## config.mk

```make
export PLATFORM = sky130hd
export DESIGN_NAME = flowSteerTop
export DESIGN_NICKNAME = d
export VERILOG_FILES = /design/src/schedPkg.sv /design/src/flowPkg.sv /design/src/flowSteerTop.sv /design/src/flowFifo.sv /design/src/flowMuxSelect.sv /design/src/flowScheduler.sv
export SDC_FILE = /design/constraint.sdc
export NUM_CORES = 1
export LEC_CHECK = 0
export ABC_AREA = 0
export BUFFER_PORTS_ARGS = -buffer_cell sky130_fd_sc_hd__buf_2
export CORE_ASPECT_RATIO = 1.5
export CORE_UTILIZATION = 35
export CTS_CLUSTER_DIAMETER = 50
export DETAILED_ROUTE_END_ITERATION = 10
export PLACE_DENSITY = 0.64
export SLEW_MARGIN = 15
export SYNTH_ARGS = -nofsm -noshare
export SYNTH_HDL_FRONTEND = slang
export SYNTH_HIERARCHICAL = 1
export SYNTH_SLANG_ARGS = --single-unit
```

## constraint.sdc

```tcl
create_clock -name clk -period 5 [get_ports clk]
set_clock_uncertainty 0.1 [all_clocks]
set_input_delay 0.5 -clock clk [delete_from_list [all_inputs] [get_ports clk]]
set_output_delay 0.5 -clock clk [all_outputs]
set_load 0.01 [all_outputs]
```

## src/schedPkg.sv

```systemverilog
// Scheduler control package
// State encoding and default grant size for the rotating
// burst scheduler
package schedPkg;

  // ------------------------------------------------------------------
  // Scheduler states
  // ------------------------------------------------------------------

  // SchedScan looks for a valid flow
  // SchedBurst holds the current flow for its burst
  typedef enum logic
  {
    SchedScan  = 1'b0,
    SchedBurst = 1'b1
  } schedStateT;

  // Max accepted beats per grant before moving on
  localparam int DefaultBurstLen = 3;

endpackage : schedPkg

```

## src/flowPkg.sv

```systemverilog
// Flow format package
// Shared description of the steered flows: how many there are,
// the flow number carried as select and tag, and the default
// payload width and buffer depth used by the top level
package flowPkg;

  // ------------------------------------------------------------------
  // Flow count and flow number
  // ------------------------------------------------------------------

  // Number of input flows merged by the steering block
  localparam int FlowCount = 4;

  // Flow number, used as mux select and as FIFO and output tag
  typedef logic [1:0] flowIdT;

  // ------------------------------------------------------------------
  // Default sizes
  // ------------------------------------------------------------------

  // Payload width of one beat
  localparam int DefaultDataWidth = 8;

  // Entries in the output buffer, power of two
  localparam int DefaultFifoDepth = 4;

endpackage : flowPkg
```

## src/flowSteerTop.sv

```systemverilog
// Flow steering top level
// Merges the input flows into one tagged output flow. The
// scheduler picks a flow, the mux routes it and the FIFO
// buffers accepted beats under output back-pressure.
`timescale 1ns/1ps

module flowSteerTop #(
  parameter int DataWidth = flowPkg::DefaultDataWidth,
  parameter int FifoDepth = flowPkg::DefaultFifoDepth,
  parameter int BurstLen  = schedPkg::DefaultBurstLen
) (
  input  logic                                         clk,
  input  logic                                         rstN,
  // Input flows
  input  logic [flowPkg::FlowCount-1:0]                inValid,
  input  logic [flowPkg::FlowCount-1:0][DataWidth-1:0] inData,
  output logic [flowPkg::FlowCount-1:0]                inReady,
  // Merged output flow
  input  logic                                         outReady,
  output logic                                         outValid,
  output logic [DataWidth-1:0]                         outData,
  output flowPkg::flowIdT                              outFlow
);

  import flowPkg::*;

  flowIdT               select;
  logic                 muxValid;
  logic                 muxReady;
  logic [DataWidth-1:0] muxData;

  // ------------------------------------------------------------------
  // Producer, scheduler and mux
  // ------------------------------------------------------------------

  flowScheduler #(
    .BurstLen(BurstLen)
  ) uScheduler (
    .clk      (clk),
    .rstN     (rstN),
    .inValid  (inValid),
    .muxValid (muxValid),
    .muxReady (muxReady),
    .select   (select)
  );

  flowMuxSelect #(
    .DataWidth(DataWidth)
  ) uMux (
    .clk      (clk),
    .rstN     (rstN),
    .select   (select),
    .inValid  (inValid),
    .inData   (inData),
    .inReady  (inReady),
    .muxReady (muxReady),
    .muxValid (muxValid),
    .muxData  (muxData)
  );

  // Buffer, tagged with the select that routed each beat
  flowFifo #(
    .DataWidth(DataWidth),
    .FifoDepth(FifoDepth)
  ) uFifo (
    .clk       (clk),
    .rstN      (rstN),
    .pushValid (muxValid),
    .pushData  (muxData),
    .pushFlow  (select),
    .pushReady (muxReady),
    .popReady  (outReady),
    .popValid  (outValid),
    .popData   (outData),
    .popFlow   (outFlow)
  );

endmodule : flowSteerTop

```

## src/flowFifo.sv

```systemverilog
// Tagged flow FIFO
// Circular buffer between the flow mux and the output. Each
// accepted beat is stored with its flow number and the oldest
// entry is presented on the pop side. One cycle from push into
// an empty buffer to popValid.
`timescale 1ns/1ps

module flowFifo #(
  parameter int DataWidth = flowPkg::DefaultDataWidth,
  // Power of two, at least 2
  parameter int FifoDepth = flowPkg::DefaultFifoDepth
) (
  input  logic                 clk,
  input  logic                 rstN,
  // Push side, from the mux
  input  logic                 pushValid,
  input  logic [DataWidth-1:0] pushData,
  input  flowPkg::flowIdT      pushFlow,
  output logic                 pushReady,
  // Pop side, to the outside
  input  logic                 popReady,
  output logic                 popValid,
  output logic [DataWidth-1:0] popData,
  output flowPkg::flowIdT      popFlow
);

  import flowPkg::*;

  localparam int AddrWidth = $clog2(FifoDepth);

  // Storage, payload and tag side by side
  logic [DataWidth-1:0] dataMem [FifoDepth];
  flowIdT               flowMem [FifoDepth];

  // Extra MSB tells full from empty
  logic [AddrWidth:0]   wrPtr;
  logic [AddrWidth:0]   rdPtr;
  logic                 empty;
  logic                 full;
  logic                 doPush;
  logic                 doPop;

  // ------------------------------------------------------------------
  // Status and handshake
  // ------------------------------------------------------------------

  assign empty = (wrPtr == rdPtr);
  assign full  = (wrPtr[AddrWidth] != rdPtr[AddrWidth]) &&
                 (wrPtr[AddrWidth-1:0] == rdPtr[AddrWidth-1:0]);

  // A full buffer still takes a beat when one leaves in the same cycle
  assign pushReady = !full || popReady;
  assign popValid  = !empty;

  assign doPush = pushValid && pushReady;
  assign doPop  = popValid && popReady;

  // Oldest entry
  assign popData = dataMem[rdPtr[AddrWidth-1:0]];
  assign popFlow = flowMem[rdPtr[AddrWidth-1:0]];

  // ------------------------------------------------------------------
  // Pointers and storage
  // ------------------------------------------------------------------

  always_ff @(posedge clk)
  begin
    if (!rstN)
    begin
      wrPtr <= '0;
      rdPtr <= '0;
    end
    else
    begin
      if (doPush)
      begin
        wrPtr <= wrPtr + 1'b1;
      end
      if (doPop)
      begin
        rdPtr <= rdPtr + 1'b1;
      end
    end
  end

  always_ff @(posedge clk)
  begin
    if (doPush)
    begin
      dataMem[wrPtr[AddrWidth-1:0]] <= pushData;
      flowMem[wrPtr[AddrWidth-1:0]] <= pushFlow;
    end
  end

  // Write into a full buffer only alongside a read
  assert property (@(posedge clk) disable iff (!rstN)
    (doPush && full) |-> doPop);

  // Held output beat keeps its payload and tag
  assert property (@(posedge clk) disable iff (!rstN)
    (popValid && !popReady) |=> ($stable(popData) && $stable(popFlow)));

endmodule : flowFifo

```

## src/flowMuxSelect.sv

```systemverilog
// Flow mux with explicit select
// Purely combinational ready-valid mux. The selected flow's valid
// and data go to the pop side and the pop ready returns only to
// the selected flow. Zero cycles from select or inputs to outputs.
`timescale 1ns/1ps

module flowMuxSelect #(
  // Must be at least 1
  parameter int DataWidth = flowPkg::DefaultDataWidth
) (
  // Clock and reset serve the checks only
  input  logic                                         clk,
  input  logic                                         rstN,
  input  flowPkg::flowIdT                              select,
  input  logic [flowPkg::FlowCount-1:0]                inValid,
  input  logic [flowPkg::FlowCount-1:0][DataWidth-1:0] inData,
  output logic [flowPkg::FlowCount-1:0]                inReady,
  input  logic                                         muxReady,
  output logic                                         muxValid,
  output logic [DataWidth-1:0]                         muxData
);

  import flowPkg::*;

  // ------------------------------------------------------------------
  // Integration checks
  // ------------------------------------------------------------------

  // Select must address an existing flow
  assert property (@(posedge clk) disable iff (!rstN)
    select < FlowCount);

  // Stalled selected flow pins the select,
  // otherwise muxValid could drop without a transfer
  assert property (@(posedge clk) disable iff (!rstN)
    (inValid[select] && !inReady[select]) |=> $stable(select));

  // ------------------------------------------------------------------
  // Routing
  // ------------------------------------------------------------------

  // One-hot ready, only the selected flow sees it and only while valid
  assign inReady  = FlowCount'(muxReady && muxValid) << select;

  // Forward path of the selected flow
  assign muxValid = inValid[select];
  assign muxData  = inData[select];

endmodule : flowMuxSelect

```

## src/flowScheduler.sv

```systemverilog
// Rotating burst scheduler
// Drives the explicit select of the flow mux. A flow keeps the
// grant for up to BurstLen accepted beats. The grant moves to the
// next flow in order once the burst is used up or the selected
// flow shows no valid, and never while the selected flow stalls.
`timescale 1ns/1ps

module flowScheduler #(
  // Must be at least 1
  parameter int BurstLen = schedPkg::DefaultBurstLen
) (
  input  logic                          clk,
  // Synchronous, active low
  input  logic                          rstN,
  input  logic [flowPkg::FlowCount-1:0] inValid,
  // Pop side handshake of the mux
  input  logic                          muxValid,
  input  logic                          muxReady,
  output flowPkg::flowIdT               select
);

  import schedPkg::*;

  // Wide enough to hold BurstLen itself
  localparam int CountWidth = $clog2(BurstLen + 1);
  localparam logic [CountWidth-1:0] LastCount = CountWidth'(BurstLen - 1);

  schedStateT            state;
  logic [CountWidth-1:0] beatCount;
  logic                  selValid;
  logic                  beatDone;
  logic                  lastBeat;
  logic                  moveOn;

  // ------------------------------------------------------------------
  // Grant decision
  // ------------------------------------------------------------------

  assign selValid = inValid[select];
  // Beat accepted by the FIFO this cycle
  assign beatDone = muxValid && muxReady;
  // Final beat of the grant
  assign lastBeat = beatDone && (beatCount == LastCount);
  // Idle flow or spent burst, a stalled flow holds the grant
  assign moveOn   = !selValid || lastBeat;

  // ------------------------------------------------------------------
  // State, select and beat counter
  // ------------------------------------------------------------------

  always_ff @(posedge clk)
  begin
    if (!rstN)
    begin
      state     <= SchedScan;
      select    <= '0;
      beatCount <= '0;
    end
    else
    begin
      case (state)
        SchedScan:
        begin
          if (moveOn)
          begin
            // Wraps from 3 back to 0
            select <= select + 1'b1;
          end
          else
          begin
            state <= SchedBurst;
            if (beatDone)
            begin
              beatCount <= beatCount + 1'b1;
            end
          end
        end
        SchedBurst:
        begin
          if (moveOn)
          begin
            state     <= SchedScan;
            select    <= select + 1'b1;
            beatCount <= '0;
          end
          else if (beatDone)
          begin
            beatCount <= beatCount + 1'b1;
          end
        end
        default:
        begin
          state     <= SchedScan;
          beatCount <= '0;
        end
      endcase
    end
  end

  // Counter is cleared on the last beat, so BurstLen is never held
  assert property (@(posedge clk) disable iff (!rstN)
    beatCount < CountWidth'(BurstLen));

endmodule : flowScheduler

```

---- Word level (Yosys, flattened, before mapping) ----
Memories as Yosys holds them, arrays and structs flattened. A register that Yosys moved wholly into a read port is not among the register bits.
Index checks and enable logic that the tools add are counted.
storage, ports and cells
  latch bits .............................. 0
  bits in registers ....................... 11
  memories ................................ 2
  input bits .............................. 39
  bits in writable memories ............... 40
  ROM bits ................................ 0
  output and inout bits ................... 15
cells by class
  shift operators ......................... 1
  add/sub/neg operators ................... 4
  mux-type cells .......................... 16
  bitwise operators ....................... 1
  $mul .................................... 0
  divide/modulo/power cells ............... 0
  $lt $le $gt $ge ......................... 1
  reductions and logical operators ........ 9
  equal/unequal tests ..................... 5
memory list
  name           words  width  read ports  clocked after Yosys merged registers in  write ports  line            text
  uFifo.dataMem  4      8      1           1                                        1            flowFifo.sv:32  logic [DataWidth-1:0] dataMem [FifoDepth];
  uFifo.flowMem  4      2      1           1                                        1            flowFifo.sv:33  flowIdT flowMem [FifoDepth];
operators by type and width
  kind                                                         number
  binary-select mux 8 bit (select 2 bit)                       1
  two-way mux 2 bit                                            8
  two-way mux 8 bit                                            1
  adder 3 x 1 -> 3 bit (second input constant)                 2
  adder 2 x 1 -> 2 bit (second input constant)                 2
  logical AND 1 bit                                            4
  two-way mux 1 bit                                            4
  case mux 2 bit (2 select lines)                              1
  << shifter 1 x 2 -> 4 bit                                    1
  == test 3 bit                                                1
  logical NOT 1 bit                                            3
  less-than comparator 2 x 3 -> 1 bit (second input constant)  1
  binary-select mux 1 bit (select 2 bit)                       1
  == test 2 bit                                                1
  == test 2 bit (second input constant)                        1
  logical OR 1 bit                                             2
  inequality test 2 bit (second input constant)                1
  inequality test 1 bit                                        1
  inverter 1 bit                                               1

---- Depth between registers and ports, before layout ----
  word-level depth ........................ 9
  gate-level depth with buffers ........... 5

---- By module ----
The synthesis kept the hierarchy.
by module, submodules not included
  module         cells each  instances  sequential area each (sq um)  area an instance (sq um)
  flowFifo       105         1          1361.3                        1964.4
  flowScheduler  31          1          100.1                         294.0
  flowMuxSelect  15          1          0.0                           275.3

---- Worst setup path before layout ----
No wires, ideal clock.
  path type ............................... register -> register
  start point ............................. reg uScheduler.select[0]
  end point ............................... mem uFifo/dataMem[0][0] in the netlist's numbering (enable)
  slack ................................... 2.943 ns
  clock period less this slack ............ 2.057 ns
  data arrival time ....................... 1.669 ns
  path buffers ............................ 0
  cell stages (with the launch flop) ...... 5
  cells stage by stage .................... dfxtp_1 mux4_1 inv_1 a41oi_2 and2_1
between the ends
  word-level cells in the longest chain between the ends .. 5
RTL lines
  element                                  line                 text
  start: declaration                       flowScheduler.sv:19  output flowPkg::flowIdT select
  start signal: assignment                 flowScheduler.sv:67  select <= select + 1'b1;
  start signal: assignment                 flowScheduler.sv:83  select <= select + 1'b1;
  binary-select mux 1 bit (select 2 bit)   flowMuxSelect.sv:46  assign muxValid = inValid[select];
  two-way mux 1 bit (not written as such)  flowMuxSelect.sv:46
  via muxValid                             flowSteerTop.sv:28   logic muxValid;
  logical AND 1 bit                        flowFifo.sv:55       assign doPush = pushValid && pushReady;
  two-way mux 1 bit                        flowFifo.sv:88       if (doPush)
  two-way mux 1 bit (not written as such)  flowFifo.sv:90       dataMem[wrPtr[AddrWidth-1:0]] <= pushData;
  end: declaration                         flowFifo.sv:32
The timed path passes the listed nets, and every way through them passes these cells. The select of a mux whose other input is x is not followed.

---- Worst setup path in the final report ----
  start point ............................. reg uScheduler.select[1]
  end point ............................... mem uFifo/dataMem[1][3] in the netlist's numbering (enable)
Same word-level chain as after synthesis.

==> metrics.cfg <==
[status]
status = finished, final reports clean

[synthesis]
synthMuxAreaShare = 0.206
synth-seq-cells = 53
synth_adder_area_share = 0.0296
synth-simple-area-share = 0.0810
synth_xor_xnor_area_share = 0.0227
synth_top_family_by_area = multiplexers
synth_compound_area_frac = 0.0607
synth_area_um2 = 2530
syn_area_per_cell_um2 = 16.8
seq_area_frac_synth = 0.577
synthCells = 151
ys_warn_count = 6
synth_cell_type_count = 38
synth_nets = 196

[sta]
setup_ws_ns = 2.37
rsz0062_at_grt = no
timing.fmax_ghz = 0.380
period_share = 0.526
slew_headroom = 0.450
setup_viol = 0
final-hold-violation-count = 0
fin_setup_tns_ns = 0
whs_ns = 0.445
period_needed_ns = 2.63
slew_viol_final = 0
worst_pin_slew_ns = 0.824

[clock_network]
cts_hold_buf = 0
clkSlewWorstSetupHoldPaths_ns = 0.09
cts_tree = done
h-tree-depth = 2
clock_latency_ns = 0.29
clk_path_buf_depth = 2
cts_buffers = 5
cts.repair.resized = 0
cts-root-buf = clkbuf_8
cts.sinks = 53
post_cts_buffers = 0

[floorplanning]
dieArea_um2 = 7590
chipHeight_um = 106
die_w_um = 71.5
start_util = 0.365
rows = 37
coreArea_um2 = 6940
io_pins = 54

[global_routing]
grt_max_degree = 22
grt_remaining_overflow = 0
grt_pass1_wl_um = 7580
grt_usage = 0.134
antenna_found_initial = 0
grt_pass1_vias = 1487

[cells_and_area]
final_nets = 251
syn2layout_area_growth_pct = 16.9
num_antenna_cells = 0
layout-drive-gt1-share = 0.440

[drt]
drc = 0
wirelength_um = 4770
via_per_inst = 5.25
drtIter0Drc = 86
wire_per_inst_um = 16.7
dr.pass1.iters = 4
ant_nets = 0
via_count = 1496

[placement]
numPortBuffers = 53
gp_congestion = 0.792
dp_slack_ns = 2.34
dp_hpwl_um = 3470

[pwr]
pwr-share-clk = 0.201
ir_drop_uv = 156
intPower_mw = 0.822
cellPowerDensity_nw_per_um2 = 397
p_leak_nw = 1.09
pwr-share-comb = 0.286
p_sw_frac = 0.301
seq_power_share = 0.513
switchingPower_mw = 0.354

[worst_setup_path]
start_kind = register
reg2regPathDepth = 4
cp_data_arrival_time_ns = 2.47
r2r_setup_slack_ns = 2.37
path_class = register to register
r2r-start = uScheduler/select[1]
required_ns = 4.84
cp-startpoint = uScheduler/select[1]
r2r_end = uFifo/dataMem[1][3]
crit_path_max_fanout = 20
setup.worst_path.end = uFifo/dataMem[1][3]
end_kind = register

[job]
maxCapViolCount = 0

[worst_hold_path]
min_path_type = register to register

[worst max-delay path, cell delays in order (launching register included)]
cell     delay, ns
dfxtp_1       0.87
mux4_1        0.40
inv_1         0.08
a41oi_2       0.30
and2_1        0.52
[logic make-up after synthesis]
| kind of cell | count (synthesis) |
|---|---|
| compound gates | 16 |
| buf+inv | 13 |
| flops | 53 |
| simple gates | 33 |
| xor+xnor | 4 |
| mux | 26 |
| fa+ha+maj | 6 |
[cell type report]
class | count | area (um2)
Fill cell | 633 | 3980
Sequential cell | 53 | 1460
Multi-Input combinational cell | 85 | 1010
Timing Repair Buffer | 54 | 273
Tap cell | 78 | 97.6
Clock buffer | 5 | 68.8
Inverter | 7 | 26.3
Clock inverter | 3 | 21.3
[through the flow]
step,cells,utilization,power (mW),instance area [um2]
2_1_floorplan,151,-,0.844,2530
3_3_place_gp,277,0.414,0.949,2870
3_5_place_dp,277,0.414,0.957,2870
4_1_cts,285,0.426,1.19,2960
5_1_grt,285,0.426,1.25,2960
6_report,285,0.426,1.18,2960
[flip-flops by register name, summed over array words and instances, names as in the netlist, named ones only]
name,cells
uFifo/wrPtr,3
uFifo/dataMem,32
uFifo/rdPtr,3
uScheduler/beatCount,2
uFifo/flowMem,8
uScheduler/state,1
uScheduler/select,2
[cell usage in the layout, fill, tap and decap left out, drive strengths merged, types with 2 or more instances in the layout]
cell and instances:
ha 6, o211ai 2, edfxtp 40, nand2b 2
clkbuf 5, and4b 2, and3 2, a21oi 2
o21a 2, a41oi 2, mux2i 6, nand2 13
and2 3, nand3 4, buf 54, inv 8
dfxtp 13, nor4bb 2, xnor2 3, mux4 20
nand4 2, a21boi 2
[power by group through the flow]
| stage | logic (mW) | clock network [mW] | registers, mW |
|---|---|---|---|
| 6_report | 0.336 | 0.236 | 0.604 |
| 5_1_grt | 0.368 | 0.268 | 0.615 |
| 4_1_cts | 0.341 | 0.247 | 0.607 |
| 3_5_place_dp | 0.339 | 0 | 0.617 |
| 3_3_place_gp | 0.334 | 0 | 0.615 |
| 2_1_floorplan | 0.262 | 0 | 0.583 |
[cell usage after synthesis]
library cell	instances	area share
a21o_1	1	0.0030
o211a_1	1	0.0040
mux4_2	17	0.15
nand2b_1	2	0.0049
and4_2	1	0.0040
and2_1	3	0.0074
dfxtp_1	13	0.10
ha_1	6	0.030
buf_2	2	0.0040
edfxtp_1	40	0.47
a21boi_0	2	0.0059
nand3_1	3	0.0059
a31oi_4	1	0.0084
a211o_1	1	0.0035
a41oi_2	2	0.013
a31o_1	1	0.0035
nand2_1	13	0.019
nor4bb_1	2	0.0079
nand4_1	2	0.0049
o211ai_1	2	0.0059
and3_1	1	0.0025
inv_1	7	0.010
and3_2	1	0.0030
a32o_1	1	0.0040
buf_6	1	0.0044
xor2_2	1	0.0064
nand3_2	1	0.0040
buf_1	2	0.0030
o21a_1	2	0.0059
mux4_1	3	0.031
and4bb_2	1	0.0049
xnor2_2	2	0.013
a21oi_1	2	0.0040
and4b_2	2	0.0089
clkbuf_1	1	0.0015
mux2i_1	6	0.024
xnor2_1	1	0.0035
nand4b_1	1	0.0035
[metal layers]
layer  part of all wire  vias to the layer above  global-route usage  wire length [um]
met3              0.049                        2              0.0190               235
met1               0.40                      727               0.164              1900
li1                   -                      714                   -                 -
met5                  0                        -                   0                 0
met4              0.010                        0              0.0462                49
met2               0.54                       53               0.239              2580
[worst min-delay path by stage]
stage,cells after the start,end,slack [ns],from
floorplan,1,uScheduler/beatCount[1],0.39,uScheduler/beatCount[1]
global placement,1,uScheduler/beatCount[1],0.43,uScheduler/beatCount[1]
detailed placement,1,uScheduler/beatCount[1],0.43,uScheduler/beatCount[1]
CTS,2,uScheduler/beatCount[0],0.45,uScheduler/beatCount[0]
global route,2,uScheduler/beatCount[0],0.48,uScheduler/beatCount[0]
finish,1,uScheduler/beatCount[1],0.44,uScheduler/beatCount[1]
No activity file was read; power rests on OpenSTA's default activity.
